==> src/design/vga_pkg.sv <==
`default_nettype none

package vga_pkg;

    // Default mode, 800x600 at 60 Hz with a 40 MHz pixel clock
    localparam int H_ACTIVE = 800;
    localparam int H_FRONT  = 40;
    localparam int H_SYNC   = 128;
    localparam int H_BACK   = 88;
    localparam int H_TOTAL  = H_ACTIVE + H_FRONT + H_SYNC + H_BACK;

    localparam int V_ACTIVE = 600;
    localparam int V_FRONT  = 1;
    localparam int V_SYNC   = 4;
    localparam int V_BACK   = 23;
    localparam int V_TOTAL  = V_ACTIVE + V_FRONT + V_SYNC + V_BACK;

    // Counter and position width, covers H_TOTAL
    localparam int POS_W   = 11;
    // 4 bits each of r, g, b
    localparam int COLOR_W = 12;

    localparam logic [COLOR_W-1:0] BG_COLOR     = 12'h136;
    localparam logic [COLOR_W-1:0] BORDER_COLOR = 12'hfff;
    localparam logic [COLOR_W-1:0] BUTTON_COLOR = 12'hf80;
    localparam logic [COLOR_W-1:0] RECT_COLOR   = 12'h0f0;

    // Player rectangle size and speed in pixels per frame
    localparam int RECT_W    = 8;
    localparam int RECT_H    = 8;
    localparam int RECT_STEP = 2;

    typedef enum logic [1:0] {
        ST_WAIT_FRAME = 2'd0,
        ST_UPDATE     = 2'd1,
        ST_HOME       = 2'd2
    } rect_ctl_state_t;

    // True when pos lies in [start, start + len)
    function automatic logic in_span(input int pos, input int start, input int len);
        return (pos >= start) && (pos < start + len);
    endfunction

    // Two half-open spans share at least one pixel
    function automatic logic spans_overlap(input int a_start, input int a_len,
                                           input int b_start, input int b_len);
        return (a_start < b_start + b_len) && (b_start < a_start + a_len);
    endfunction

endpackage

`default_nettype wire

==> src/design/draw_bg.sv <==
`default_nettype none

module draw_bg
    import vga_pkg::*;
#(
    parameter int H_ACTIVE = vga_pkg::H_ACTIVE,
    parameter int V_ACTIVE = vga_pkg::V_ACTIVE
) (
    input  logic               clk,
    input  logic               rst_n,
    input  logic [POS_W-1:0]   hcount_in,
    input  logic [POS_W-1:0]   vcount_in,
    input  logic               hsync_in,
    input  logic               vsync_in,
    input  logic               hblnk_in,
    input  logic               vblnk_in,
    output logic [POS_W-1:0]   hcount_out,
    output logic [POS_W-1:0]   vcount_out,
    output logic               hsync_out,
    output logic               vsync_out,
    output logic               hblnk_out,
    output logic               vblnk_out,
    output logic [COLOR_W-1:0] rgb_out
);

    logic               on_border;
    logic [COLOR_W-1:0] rgb_nxt;

    // First or last active row or column
    assign on_border = (hcount_in == '0) || (hcount_in == POS_W'(H_ACTIVE - 1)) ||
                       (vcount_in == '0) || (vcount_in == POS_W'(V_ACTIVE - 1));

    always_comb begin
        if (hblnk_in || vblnk_in) begin
            rgb_nxt = '0;
        end else if (on_border) begin
            rgb_nxt = BORDER_COLOR;
        end else begin
            rgb_nxt = BG_COLOR;
        end
    end

    // One stage delay on every field
    always_ff @(posedge clk) begin
        if (!rst_n) begin
            hcount_out <= '0;
            vcount_out <= '0;
            hsync_out  <= 1'b0;
            vsync_out  <= 1'b0;
            hblnk_out  <= 1'b0;
            vblnk_out  <= 1'b0;
            rgb_out    <= '0;
        end else begin
            hcount_out <= hcount_in;
            vcount_out <= vcount_in;
            hsync_out  <= hsync_in;
            vsync_out  <= vsync_in;
            hblnk_out  <= hblnk_in;
            vblnk_out  <= vblnk_in;
            rgb_out    <= rgb_nxt;
        end
    end

endmodule

`default_nettype wire

==> src/design/draw_buttons.sv <==
`default_nettype none

module draw_buttons
    import vga_pkg::*;
#(
    parameter int BTN_L_X = 100,
    parameter int BTN_R_X = 600,
    parameter int BTN_Y   = 300,
    parameter int BTN_W   = 100,
    parameter int BTN_H   = 75
) (
    input  logic               clk,
    input  logic               rst_n,
    input  logic [POS_W-1:0]   hcount_in,
    input  logic [POS_W-1:0]   vcount_in,
    input  logic               hsync_in,
    input  logic               vsync_in,
    input  logic               hblnk_in,
    input  logic               vblnk_in,
    input  logic [COLOR_W-1:0] rgb_in,
    input  logic [POS_W-1:0]   xpos,
    input  logic [POS_W-1:0]   ypos,
    output logic [POS_W-1:0]   hcount_out,
    output logic [POS_W-1:0]   vcount_out,
    output logic               hsync_out,
    output logic               vsync_out,
    output logic               hblnk_out,
    output logic               vblnk_out,
    output logic [COLOR_W-1:0] rgb_out,
    output logic               button_pressed
);

    logic               in_btn_row;
    logic               in_button;
    logic               rect_on_row;
    logic               touch;
    logic [COLOR_W-1:0] rgb_nxt;

    // Both buttons share one row band
    assign in_btn_row = in_span(int'(vcount_in), BTN_Y, BTN_H);
    assign in_button  = in_btn_row &&
                        (in_span(int'(hcount_in), BTN_L_X, BTN_W) ||
                         in_span(int'(hcount_in), BTN_R_X, BTN_W));

    // Rectangle box against each button box
    assign rect_on_row = spans_overlap(int'(ypos), RECT_H, BTN_Y, BTN_H);
    assign touch       = rect_on_row &&
                         (spans_overlap(int'(xpos), RECT_W, BTN_L_X, BTN_W) ||
                          spans_overlap(int'(xpos), RECT_W, BTN_R_X, BTN_W));

    always_comb begin
        if (hblnk_in || vblnk_in) begin
            rgb_nxt = '0;
        end else if (in_button) begin
            rgb_nxt = BUTTON_COLOR;
        end else begin
            rgb_nxt = rgb_in;
        end
    end

    always_ff @(posedge clk) begin
        if (!rst_n) begin
            hcount_out     <= '0;
            vcount_out     <= '0;
            hsync_out      <= 1'b0;
            vsync_out      <= 1'b0;
            hblnk_out      <= 1'b0;
            vblnk_out      <= 1'b0;
            rgb_out        <= '0;
            button_pressed <= 1'b0;
        end else begin
            hcount_out     <= hcount_in;
            vcount_out     <= vcount_in;
            hsync_out      <= hsync_in;
            vsync_out      <= vsync_in;
            hblnk_out      <= hblnk_in;
            vblnk_out      <= vblnk_in;
            rgb_out        <= rgb_nxt;
            // Level, follows the position every cycle
            button_pressed <= touch;
        end
    end

endmodule

`default_nettype wire

==> src/design/draw_rect.sv <==
`default_nettype none

module draw_rect
    import vga_pkg::*;
(
    input  logic               clk,
    input  logic               rst_n,
    input  logic [POS_W-1:0]   hcount_in,
    input  logic [POS_W-1:0]   vcount_in,
    input  logic               hsync_in,
    input  logic               vsync_in,
    input  logic               hblnk_in,
    input  logic               vblnk_in,
    input  logic [COLOR_W-1:0] rgb_in,
    input  logic [POS_W-1:0]   xpos,
    input  logic [POS_W-1:0]   ypos,
    output logic [POS_W-1:0]   hcount_out,
    output logic [POS_W-1:0]   vcount_out,
    output logic               hsync_out,
    output logic               vsync_out,
    output logic               hblnk_out,
    output logic               vblnk_out,
    output logic [COLOR_W-1:0] rgb_out
);

    logic               in_rect;
    logic [COLOR_W-1:0] rgb_nxt;

    // Top left corner at xpos, ypos
    assign in_rect = in_span(int'(hcount_in), int'(xpos), RECT_W) &&
                     in_span(int'(vcount_in), int'(ypos), RECT_H);

    // Rectangle sits on top of everything drawn earlier
    always_comb begin
        if (hblnk_in || vblnk_in) begin
            rgb_nxt = '0;
        end else if (in_rect) begin
            rgb_nxt = RECT_COLOR;
        end else begin
            rgb_nxt = rgb_in;
        end
    end

    always_ff @(posedge clk) begin
        if (!rst_n) begin
            hcount_out <= '0;
            vcount_out <= '0;
            hsync_out  <= 1'b0;
            vsync_out  <= 1'b0;
            hblnk_out  <= 1'b0;
            vblnk_out  <= 1'b0;
            rgb_out    <= '0;
        end else begin
            hcount_out <= hcount_in;
            vcount_out <= vcount_in;
            hsync_out  <= hsync_in;
            vsync_out  <= vsync_in;
            hblnk_out  <= hblnk_in;
            vblnk_out  <= vblnk_in;
            rgb_out    <= rgb_nxt;
        end
    end

endmodule

`default_nettype wire

==> src/design/draw_rect_ctl.sv <==
`default_nettype none

module draw_rect_ctl
    import vga_pkg::*;
#(
    parameter int H_ACTIVE = vga_pkg::H_ACTIVE,
    parameter int HOME_X   = 396,
    parameter int HOME_Y   = 300
) (
    input  logic             clk,
    input  logic             rst_n,
    input  logic             v_tick,
    input  logic             move_left,
    input  logic             move_right,
    input  logic             button_pressed,
    output logic [POS_W-1:0] xpos,
    output logic [POS_W-1:0] ypos
);

    // Rightmost legal left edge
    localparam int X_MAX = H_ACTIVE - RECT_W;

    rect_ctl_state_t  state;
    rect_ctl_state_t  state_nxt;
    logic             v_tick_d;
    logic             frame_start;
    logic [POS_W-1:0] xpos_nxt;
    int               x_cur;
    int               x_new;

    // No vertical movement, rectangle stays on the home row
    assign ypos = POS_W'(HOME_Y);

    // Rising edge of vsync, once per frame
    assign frame_start = v_tick && !v_tick_d;

    always_comb begin
        state_nxt = state;
        xpos_nxt  = xpos;
        x_cur     = int'(xpos);
        x_new     = x_cur;
        case (state)
            ST_WAIT_FRAME: begin
                if (frame_start) begin
                    // Touching a button wins over any move request
                    state_nxt = button_pressed ? ST_HOME : ST_UPDATE;
                end
            end
            ST_UPDATE: begin
                // Both or neither pressed means stay put
                if (move_left && !move_right) begin
                    x_new = x_cur - RECT_STEP;
                end else if (move_right && !move_left) begin
                    x_new = x_cur + RECT_STEP;
                end
                // Keep the whole rectangle on screen
                if (x_new < 0) begin
                    x_new = 0;
                end else if (x_new > X_MAX) begin
                    x_new = X_MAX;
                end
                xpos_nxt  = POS_W'(x_new);
                state_nxt = ST_WAIT_FRAME;
            end
            ST_HOME: begin
                xpos_nxt  = POS_W'(HOME_X);
                state_nxt = ST_WAIT_FRAME;
            end
            default: begin
                state_nxt = ST_WAIT_FRAME;
            end
        endcase
    end

    // Position lands two cycles after the vsync edge, inside vertical blanking
    always_ff @(posedge clk) begin
        if (!rst_n) begin
            state    <= ST_WAIT_FRAME;
            v_tick_d <= 1'b0;
            xpos     <= POS_W'(HOME_X);
        end else begin
            state    <= state_nxt;
            v_tick_d <= v_tick;
            xpos     <= xpos_nxt;
        end
    end

endmodule

`default_nettype wire

==> src/design/top_vga.sv <==
`default_nettype none

module top_vga
    import vga_pkg::*;
#(
    parameter int H_ACTIVE = vga_pkg::H_ACTIVE,
    parameter int H_FRONT  = vga_pkg::H_FRONT,
    parameter int H_SYNC   = vga_pkg::H_SYNC,
    parameter int H_BACK   = vga_pkg::H_BACK,
    parameter int V_ACTIVE = vga_pkg::V_ACTIVE,
    parameter int V_FRONT  = vga_pkg::V_FRONT,
    parameter int V_SYNC   = vga_pkg::V_SYNC,
    parameter int V_BACK   = vga_pkg::V_BACK,
    // Buttons an eighth of the screen in from each side, home in the middle
    parameter int BTN_W    = H_ACTIVE / 8,
    parameter int BTN_H    = V_ACTIVE / 8,
    parameter int BTN_L_X  = H_ACTIVE / 8,
    parameter int BTN_R_X  = H_ACTIVE - H_ACTIVE / 4,
    parameter int BTN_Y    = V_ACTIVE / 2,
    parameter int HOME_X   = (H_ACTIVE - RECT_W) / 2,
    parameter int HOME_Y   = BTN_Y
) (
    input  logic       clk,
    input  logic       rst_n,
    input  logic       move_left,
    input  logic       move_right,
    output logic       vs,
    output logic       hs,
    output logic [3:0] r,
    output logic [3:0] g,
    output logic [3:0] b
);

    // Stage buses, timing to bg to buttons to rect
    logic [POS_W-1:0]   tim_hcount, bg_hcount, btn_hcount;
    logic [POS_W-1:0]   tim_vcount, bg_vcount, btn_vcount;
    logic               tim_hsync, bg_hsync, btn_hsync, rect_hsync;
    logic               tim_vsync, bg_vsync, btn_vsync, rect_vsync;
    logic               tim_hblnk, bg_hblnk, btn_hblnk;
    logic               tim_vblnk, bg_vblnk, btn_vblnk;
    logic [COLOR_W-1:0] bg_rgb, btn_rgb, rect_rgb;

    logic [POS_W-1:0] xpos;
    logic [POS_W-1:0] ypos;
    logic             button_pressed;

    // Sync and color both from the last stage so they stay aligned
    assign vs        = rect_vsync;
    assign hs        = rect_hsync;
    assign {r, g, b} = rect_rgb;

    vga_timing #(
        .H_ACTIVE(H_ACTIVE), .H_FRONT(H_FRONT), .H_SYNC(H_SYNC), .H_BACK(H_BACK),
        .V_ACTIVE(V_ACTIVE), .V_FRONT(V_FRONT), .V_SYNC(V_SYNC), .V_BACK(V_BACK)
    ) u_vga_timing (
        .clk, .rst_n,
        .hcount(tim_hcount), .vcount(tim_vcount),
        .hsync(tim_hsync), .vsync(tim_vsync),
        .hblnk(tim_hblnk), .vblnk(tim_vblnk)
    );

    draw_bg #(.H_ACTIVE(H_ACTIVE), .V_ACTIVE(V_ACTIVE)) u_draw_bg (
        .clk, .rst_n,
        .hcount_in(tim_hcount), .vcount_in(tim_vcount),
        .hsync_in(tim_hsync), .vsync_in(tim_vsync),
        .hblnk_in(tim_hblnk), .vblnk_in(tim_vblnk),
        .hcount_out(bg_hcount), .vcount_out(bg_vcount),
        .hsync_out(bg_hsync), .vsync_out(bg_vsync),
        .hblnk_out(bg_hblnk), .vblnk_out(bg_vblnk),
        .rgb_out(bg_rgb)
    );

    draw_buttons #(
        .BTN_L_X(BTN_L_X), .BTN_R_X(BTN_R_X), .BTN_Y(BTN_Y), .BTN_W(BTN_W), .BTN_H(BTN_H)
    ) u_draw_buttons (
        .clk, .rst_n,
        .hcount_in(bg_hcount), .vcount_in(bg_vcount),
        .hsync_in(bg_hsync), .vsync_in(bg_vsync),
        .hblnk_in(bg_hblnk), .vblnk_in(bg_vblnk),
        .rgb_in(bg_rgb), .xpos, .ypos,
        .hcount_out(btn_hcount), .vcount_out(btn_vcount),
        .hsync_out(btn_hsync), .vsync_out(btn_vsync),
        .hblnk_out(btn_hblnk), .vblnk_out(btn_vblnk),
        .rgb_out(btn_rgb), .button_pressed
    );

    // Last stage, only sync and color leave the chip
    draw_rect u_draw_rect (
        .clk, .rst_n,
        .hcount_in(btn_hcount), .vcount_in(btn_vcount),
        .hsync_in(btn_hsync), .vsync_in(btn_vsync),
        .hblnk_in(btn_hblnk), .vblnk_in(btn_vblnk),
        .rgb_in(btn_rgb), .xpos, .ypos,
        .hcount_out(), .vcount_out(),
        .hsync_out(rect_hsync), .vsync_out(rect_vsync),
        .hblnk_out(), .vblnk_out(),
        .rgb_out(rect_rgb)
    );

    // Frame tick taken from the background stage vsync
    draw_rect_ctl #(.H_ACTIVE(H_ACTIVE), .HOME_X(HOME_X), .HOME_Y(HOME_Y)) u_draw_rect_ctl (
        .clk, .rst_n,
        .v_tick(bg_vsync),
        .move_left, .move_right, .button_pressed,
        .xpos, .ypos
    );

endmodule

`default_nettype wire

==> src/design/vga_timing.sv <==
`default_nettype none

module vga_timing
    import vga_pkg::*;
#(
    parameter int H_ACTIVE = vga_pkg::H_ACTIVE,
    parameter int H_FRONT  = vga_pkg::H_FRONT,
    parameter int H_SYNC   = vga_pkg::H_SYNC,
    parameter int H_BACK   = vga_pkg::H_BACK,
    parameter int V_ACTIVE = vga_pkg::V_ACTIVE,
    parameter int V_FRONT  = vga_pkg::V_FRONT,
    parameter int V_SYNC   = vga_pkg::V_SYNC,
    parameter int V_BACK   = vga_pkg::V_BACK
) (
    input  logic             clk,
    input  logic             rst_n,
    output logic [POS_W-1:0] hcount,
    output logic [POS_W-1:0] vcount,
    output logic             hsync,
    output logic             vsync,
    output logic             hblnk,
    output logic             vblnk
);

    // Last pixel of a line and last line of a frame
    localparam int H_LAST = H_ACTIVE + H_FRONT + H_SYNC + H_BACK - 1;
    localparam int V_LAST = V_ACTIVE + V_FRONT + V_SYNC + V_BACK - 1;

    // Sync pulses follow the front porch
    localparam int H_SYNC_START = H_ACTIVE + H_FRONT;
    localparam int V_SYNC_START = V_ACTIVE + V_FRONT;

    logic [POS_W-1:0] hcount_nxt;
    logic [POS_W-1:0] vcount_nxt;

    // Next raster position, line advances on horizontal wrap
    always_comb begin
        hcount_nxt = hcount + 1'b1;
        vcount_nxt = vcount;
        if (hcount == POS_W'(H_LAST)) begin
            hcount_nxt = '0;
            if (vcount == POS_W'(V_LAST)) begin
                vcount_nxt = '0;
            end else begin
                vcount_nxt = vcount + 1'b1;
            end
        end
    end

    // Windows decoded from the next count so they line up with the counters
    always_ff @(posedge clk) begin
        if (!rst_n) begin
            hcount <= '0;
            vcount <= '0;
            hsync  <= 1'b0;
            vsync  <= 1'b0;
            hblnk  <= 1'b0;
            vblnk  <= 1'b0;
        end else begin
            hcount <= hcount_nxt;
            vcount <= vcount_nxt;
            hsync  <= in_span(int'(hcount_nxt), H_SYNC_START, H_SYNC);
            vsync  <= in_span(int'(vcount_nxt), V_SYNC_START, V_SYNC);
            hblnk  <= (hcount_nxt >= POS_W'(H_ACTIVE));
            vblnk  <= (vcount_nxt >= POS_W'(V_ACTIVE));
        end
    end

endmodule

`default_nettype wire

==> config.mk <==
export PLATFORM = sky130hd
export DESIGN_NAME = top_vga
export DESIGN_NICKNAME = d
export VERILOG_FILES = /design/src/design/vga_pkg.sv /design/src/design/draw_bg.sv /design/src/design/draw_buttons.sv /design/src/design/draw_rect.sv /design/src/design/draw_rect_ctl.sv /design/src/design/top_vga.sv /design/src/design/vga_timing.sv
export SDC_FILE = /design/constraint.sdc
export NUM_CORES = 1
export LEC_CHECK = 0
export BUFFER_PORTS_ARGS = -buffer_cell sky130_fd_sc_hd__buf_2
export CAP_MARGIN = 40
export CORE_UTILIZATION = 55
export DETAILED_ROUTE_END_ITERATION = 6
export PLACE_DENSITY = 0.83
export RECOVER_POWER = 50
export SLEW_MARGIN = 40
export SYNTH_ARGS = -nofsm -noshare
export SYNTH_HDL_FRONTEND = slang
export SYNTH_HIERARCHICAL = 1
export SYNTH_SLANG_ARGS = --single-unit
==> constraint.sdc <==
create_clock -name clk -period 2.8 [get_ports clk]
set_clock_uncertainty 0.15 [all_clocks]
set_input_delay 0.28 -clock clk [delete_from_list [all_inputs] [get_ports clk]]
set_output_delay 0.28 -clock clk [all_outputs]
set_load 0.1 [all_outputs]
==> impl_metrics.prom <==
# TYPE chip_impl_metric gauge
chip_impl_metric{name="grt_pass1_vias",unit=""} 5427
chip_impl_info{name="type_of_element_capturing_the_critical_path",value="flip-flop"} 1
chip_impl_metric{name="setup_tns",unit="ns"} 0
chip_impl_metric{name="instances_no_fill",unit=""} 937
chip_impl_metric{name="routed-via-count",unit=""} 5618
chip_impl_metric{name="drt_iter0_drc",unit=""} 529
chip_impl_info{name="grt_setup_unrepaired",value="yes"} 1
chip_impl_metric{name="ir_drop",unit="mV"} 0.428
chip_impl_metric{name="finalHoldViolations",unit=""} 0
chip_impl_metric{name="cts_buffer_depth",unit=""} 2
chip_impl_info{name="min_path_type",value="input pin to flip-flop"} 1
chip_impl_metric{name="drt_wl_total",unit="mm"} 15.8
chip_impl_metric{name="total_power",unit="W"} 0.00420
chip_impl_metric{name="area.sequential",unit="sq mm"} 0.00240
chip_impl_metric{name="post-route-min-period",unit="ns"} 2.70
chip_impl_metric{name="start_util",unit="%"} 57.3
chip_impl_metric{name="postCtsSetupBuffers",unit=""} 0
chip_impl_metric{name="fmaxAchievable",unit="MHz"} 371
chip_impl_metric{name="ys_warn_count",unit=""} 6
chip_impl_metric{name="maxCapViolCount",unit=""} 0
chip_impl_metric{name="timing_worst_slew_pin_value",unit="ns"} 1.17
chip_impl_metric{name="h-tree-depth",unit=""} 4
chip_impl_metric{name="numClockSinks",unit=""} 120
chip_impl_metric{name="design.die.area",unit="sq mm"} 0.0125
chip_impl_metric{name="synthesis.area",unit="sq mm"} 0.00662
chip_impl_info{name="setup.worst_path.start_class",value="flip-flop"} 1
chip_impl_metric{name="placementRows",unit=""} 39
chip_impl_metric{name="nNetsFinal",unit=""} 836
chip_impl_metric{name="multi_input_comb_area",unit="sq mm"} 0.00383
chip_impl_info{name="setup.worst_path.class",value="flip-flop to flip-flop"} 1
chip_impl_metric{name="grt_first_pass_wirelength",unit="mm"} 25.7
chip_impl_metric{name="avgRoutedWirePerCell",unit="um"} 16.9
chip_impl_metric{name="final_antenna_net_count",unit=""} 0
chip_impl_info{name="critical_path_cell_by_cell",value="ha_1, and4_1, nand3_4, or4_1, a2111o_1, o221a_1"} 1
chip_impl_metric{name="antenna_found_initial",unit=""} 0
chip_impl_metric{name="drv_slew",unit=""} 0
chip_impl_metric{name="firstDrtPassIters",unit=""} 7
chip_impl_metric{name="dpl.hpwl",unit="mm"} 10.8
chip_impl_metric{name="vias_per_cell",unit=""} 6.00
chip_impl_metric{name="worstPathMaxFanout",unit=""} 6
chip_impl_info{name="failed_checks",value="design-rule violations"} 1
chip_impl_metric{name="share_of_the_clock_period_used_by_the_worst_path_after_layout",unit="%"} 96.3
chip_impl_metric{name="finalHoldWorstSlack",unit="ns"} 0.213
chip_impl_info{name="worst_path_max_delay_cell",value="sky130_fd_sc_hd__or4_1"} 1
chip_impl_metric{name="die_ht",unit="um"} 112
chip_impl_metric{name="post_route_cells_drive_above_1_share",unit="%"} 11.1
chip_impl_metric{name="post_route_drc_violation_count",unit=""} 3
chip_impl_metric{name="insertion_delay",unit="ns"} 0.41
chip_impl_info{name="cell_chosen_for_the_clock_root",value="sky130_fd_sc_hd__clkbuf_16"} 1
chip_impl_metric{name="synthesis.area_per_instance",unit="sq um"} 8.76
chip_impl_metric{name="place.detailed.instances",unit=""} 904
chip_impl_metric{name="cp_data_arrival_time",unit="ns"} 2.84
chip_impl_info{name="run_status",value="finished, violations left"} 1
chip_impl_metric{name="grt_usage",unit="%"} 25.6
chip_impl_metric{name="die_w",unit="um"} 112
chip_impl_metric{name="worstPathRequired",unit="ns"} 2.95
chip_impl_info{name="cts_tree",value="built"} 1
chip_impl_metric{name="grt-ovfl-total",unit=""} 0
chip_impl_metric{name="syn-instance-count",unit=""} 756
chip_impl_metric{name="i_o_pins",unit=""} 18
chip_impl_metric{name="cp_slowest_stage_delay",unit="ns"} 0.53
chip_impl_metric{name="antennaDiodeCount",unit=""} 0
chip_impl_metric{name="power_density",unit="mW/mm^2"} 564
chip_impl_metric{name="setup-violations-final",unit=""} 0
chip_impl_metric{name="routabilityCongestion",unit=""} 1.00
chip_impl_metric{name="design.core.area",unit="sq mm"} 0.0116
chip_impl_metric{name="cts_repair_resize_count",unit=""} 0
chip_impl_metric{name="clk_pin_slew",unit="ns"} 0.05
chip_impl_metric{name="filler_cell_count",unit=""} 893
chip_impl_metric{name="leakagePower",unit="nW"} 3.05
chip_impl_metric{name="number_of_buffers_added_to_fix_hold_violations_after_cts",unit=""} 0
chip_impl_metric{name="cts-buffers-inserted",unit=""} 17
chip_impl_metric{name="portBuffers",unit=""} 17
chip_impl_metric{name="timing.max_slew.rel_slack",unit="%"} 22.1
chip_impl_metric{name="flow.area_growth_from_synthesis",unit="%"} 12.4
chip_impl_metric{name="largest_net_degree_at_the_start_of_global_routing",unit=""} 28
layer usage:
metal  up-vias  track usage (%)  share of wire [%]
met2       230             44.0                 49
met1      2640             30.7                 43
li1       2699                -                  -
met3        49             6.48                5.1
met5         -                0                  0
met4         0             9.82                3.1
layout make-up:
class | instances | share of cell area [%]
clock inverters | 13 | 2.27
flip-flops and latches | 120 | 32.3
well taps | 143 | 2.40
clock buffers | 19 | 6.09
inverters | 45 | 2.27
repair buffers | 40 | 3.18
multi-input cells | 557 | 51.5
critical path, delay by kind of cell, from the launching register on:
kind	cells	cell delay (ns)
flops	1	0.42
compound gates	2	0.74
simple gates	3	0.97
fa+ha+maj	1	0.30
metrics by stage:
stage               utilization (%)  setup WS, ns  cell area [sq um]
floorplan                         -         0.237               6660
global placement               59.1         0.177               6830
detailed placement             59.1         0.143               6830
CTS                            64.4         0.102               7450
global route                   64.4      -0.00135               7440
finish                         64.4         0.104               7440
power by group:
group	total, W	switching, W	internal (W)	leakage (nW)
registers	0.00175	0.0000156	0.00173	0.975
clock network	0.00224	0.000788	0.00145	0.304
logic	0.000207	0.000148	0.0000588	1.78
total	0.00420	0.000951	0.00325	3.05
flip-flops by register name, summed over array words and instances, names as in the netlist, 10 cells and up:
signal and flops:
u_draw_bg/hcount_out 11, u_draw_rect_ctl/xpos 10, u_vga_timing/hcount 11, u_draw_rect/rgb_out 12, u_draw_buttons/hcount_out 11, u_vga_timing/vcount 11
u_draw_bg/vcount_out 11, u_draw_buttons/rgb_out 12, u_draw_buttons/vcount_out 11
cell usage in the layout (no fill, tap or decap), types with 12 or more instances in the layout:
cell and count:
sky130_fd_sc_hd__nor3_1 16, sky130_fd_sc_hd__dfxtp_1 118, sky130_fd_sc_hd__inv_1 45, sky130_fd_sc_hd__nand4_1 17, sky130_fd_sc_hd__o21ai_0 20, sky130_fd_sc_hd__and2_1 39, sky130_fd_sc_hd__and2_0 28, sky130_fd_sc_hd__nand3_1 29
sky130_fd_sc_hd__ha_1 51, sky130_fd_sc_hd__clkbuf_16 17, sky130_fd_sc_hd__buf_4 19, sky130_fd_sc_hd__xnor2_1 28, sky130_fd_sc_hd__buf_2 12, sky130_fd_sc_hd__nor2_1 54, sky130_fd_sc_hd__a21oi_1 36, sky130_fd_sc_hd__nand2_1 47
sky130_fd_sc_hd__conb_1 12
final timing paths:
| kind | end | cells after the start | slack [ns] | startpoint |
|---|---|---|---|---|
| max reg2reg | u_vga_timing/vblnk | 6 | 0.10 | u_vga_timing/hcount[0] |
| min | u_draw_buttons/vblnk_out | 2 | 0.21 | rst_n |
| max | u_vga_timing/vblnk | 6 | 0.10 | u_vga_timing/hcount[0] |
| min reg2reg | u_draw_rect/rgb_out[1] | 2 | 0.26 | u_draw_buttons/rgb_out[1] |
Note: power is estimated with default switching activity, not from simulation.
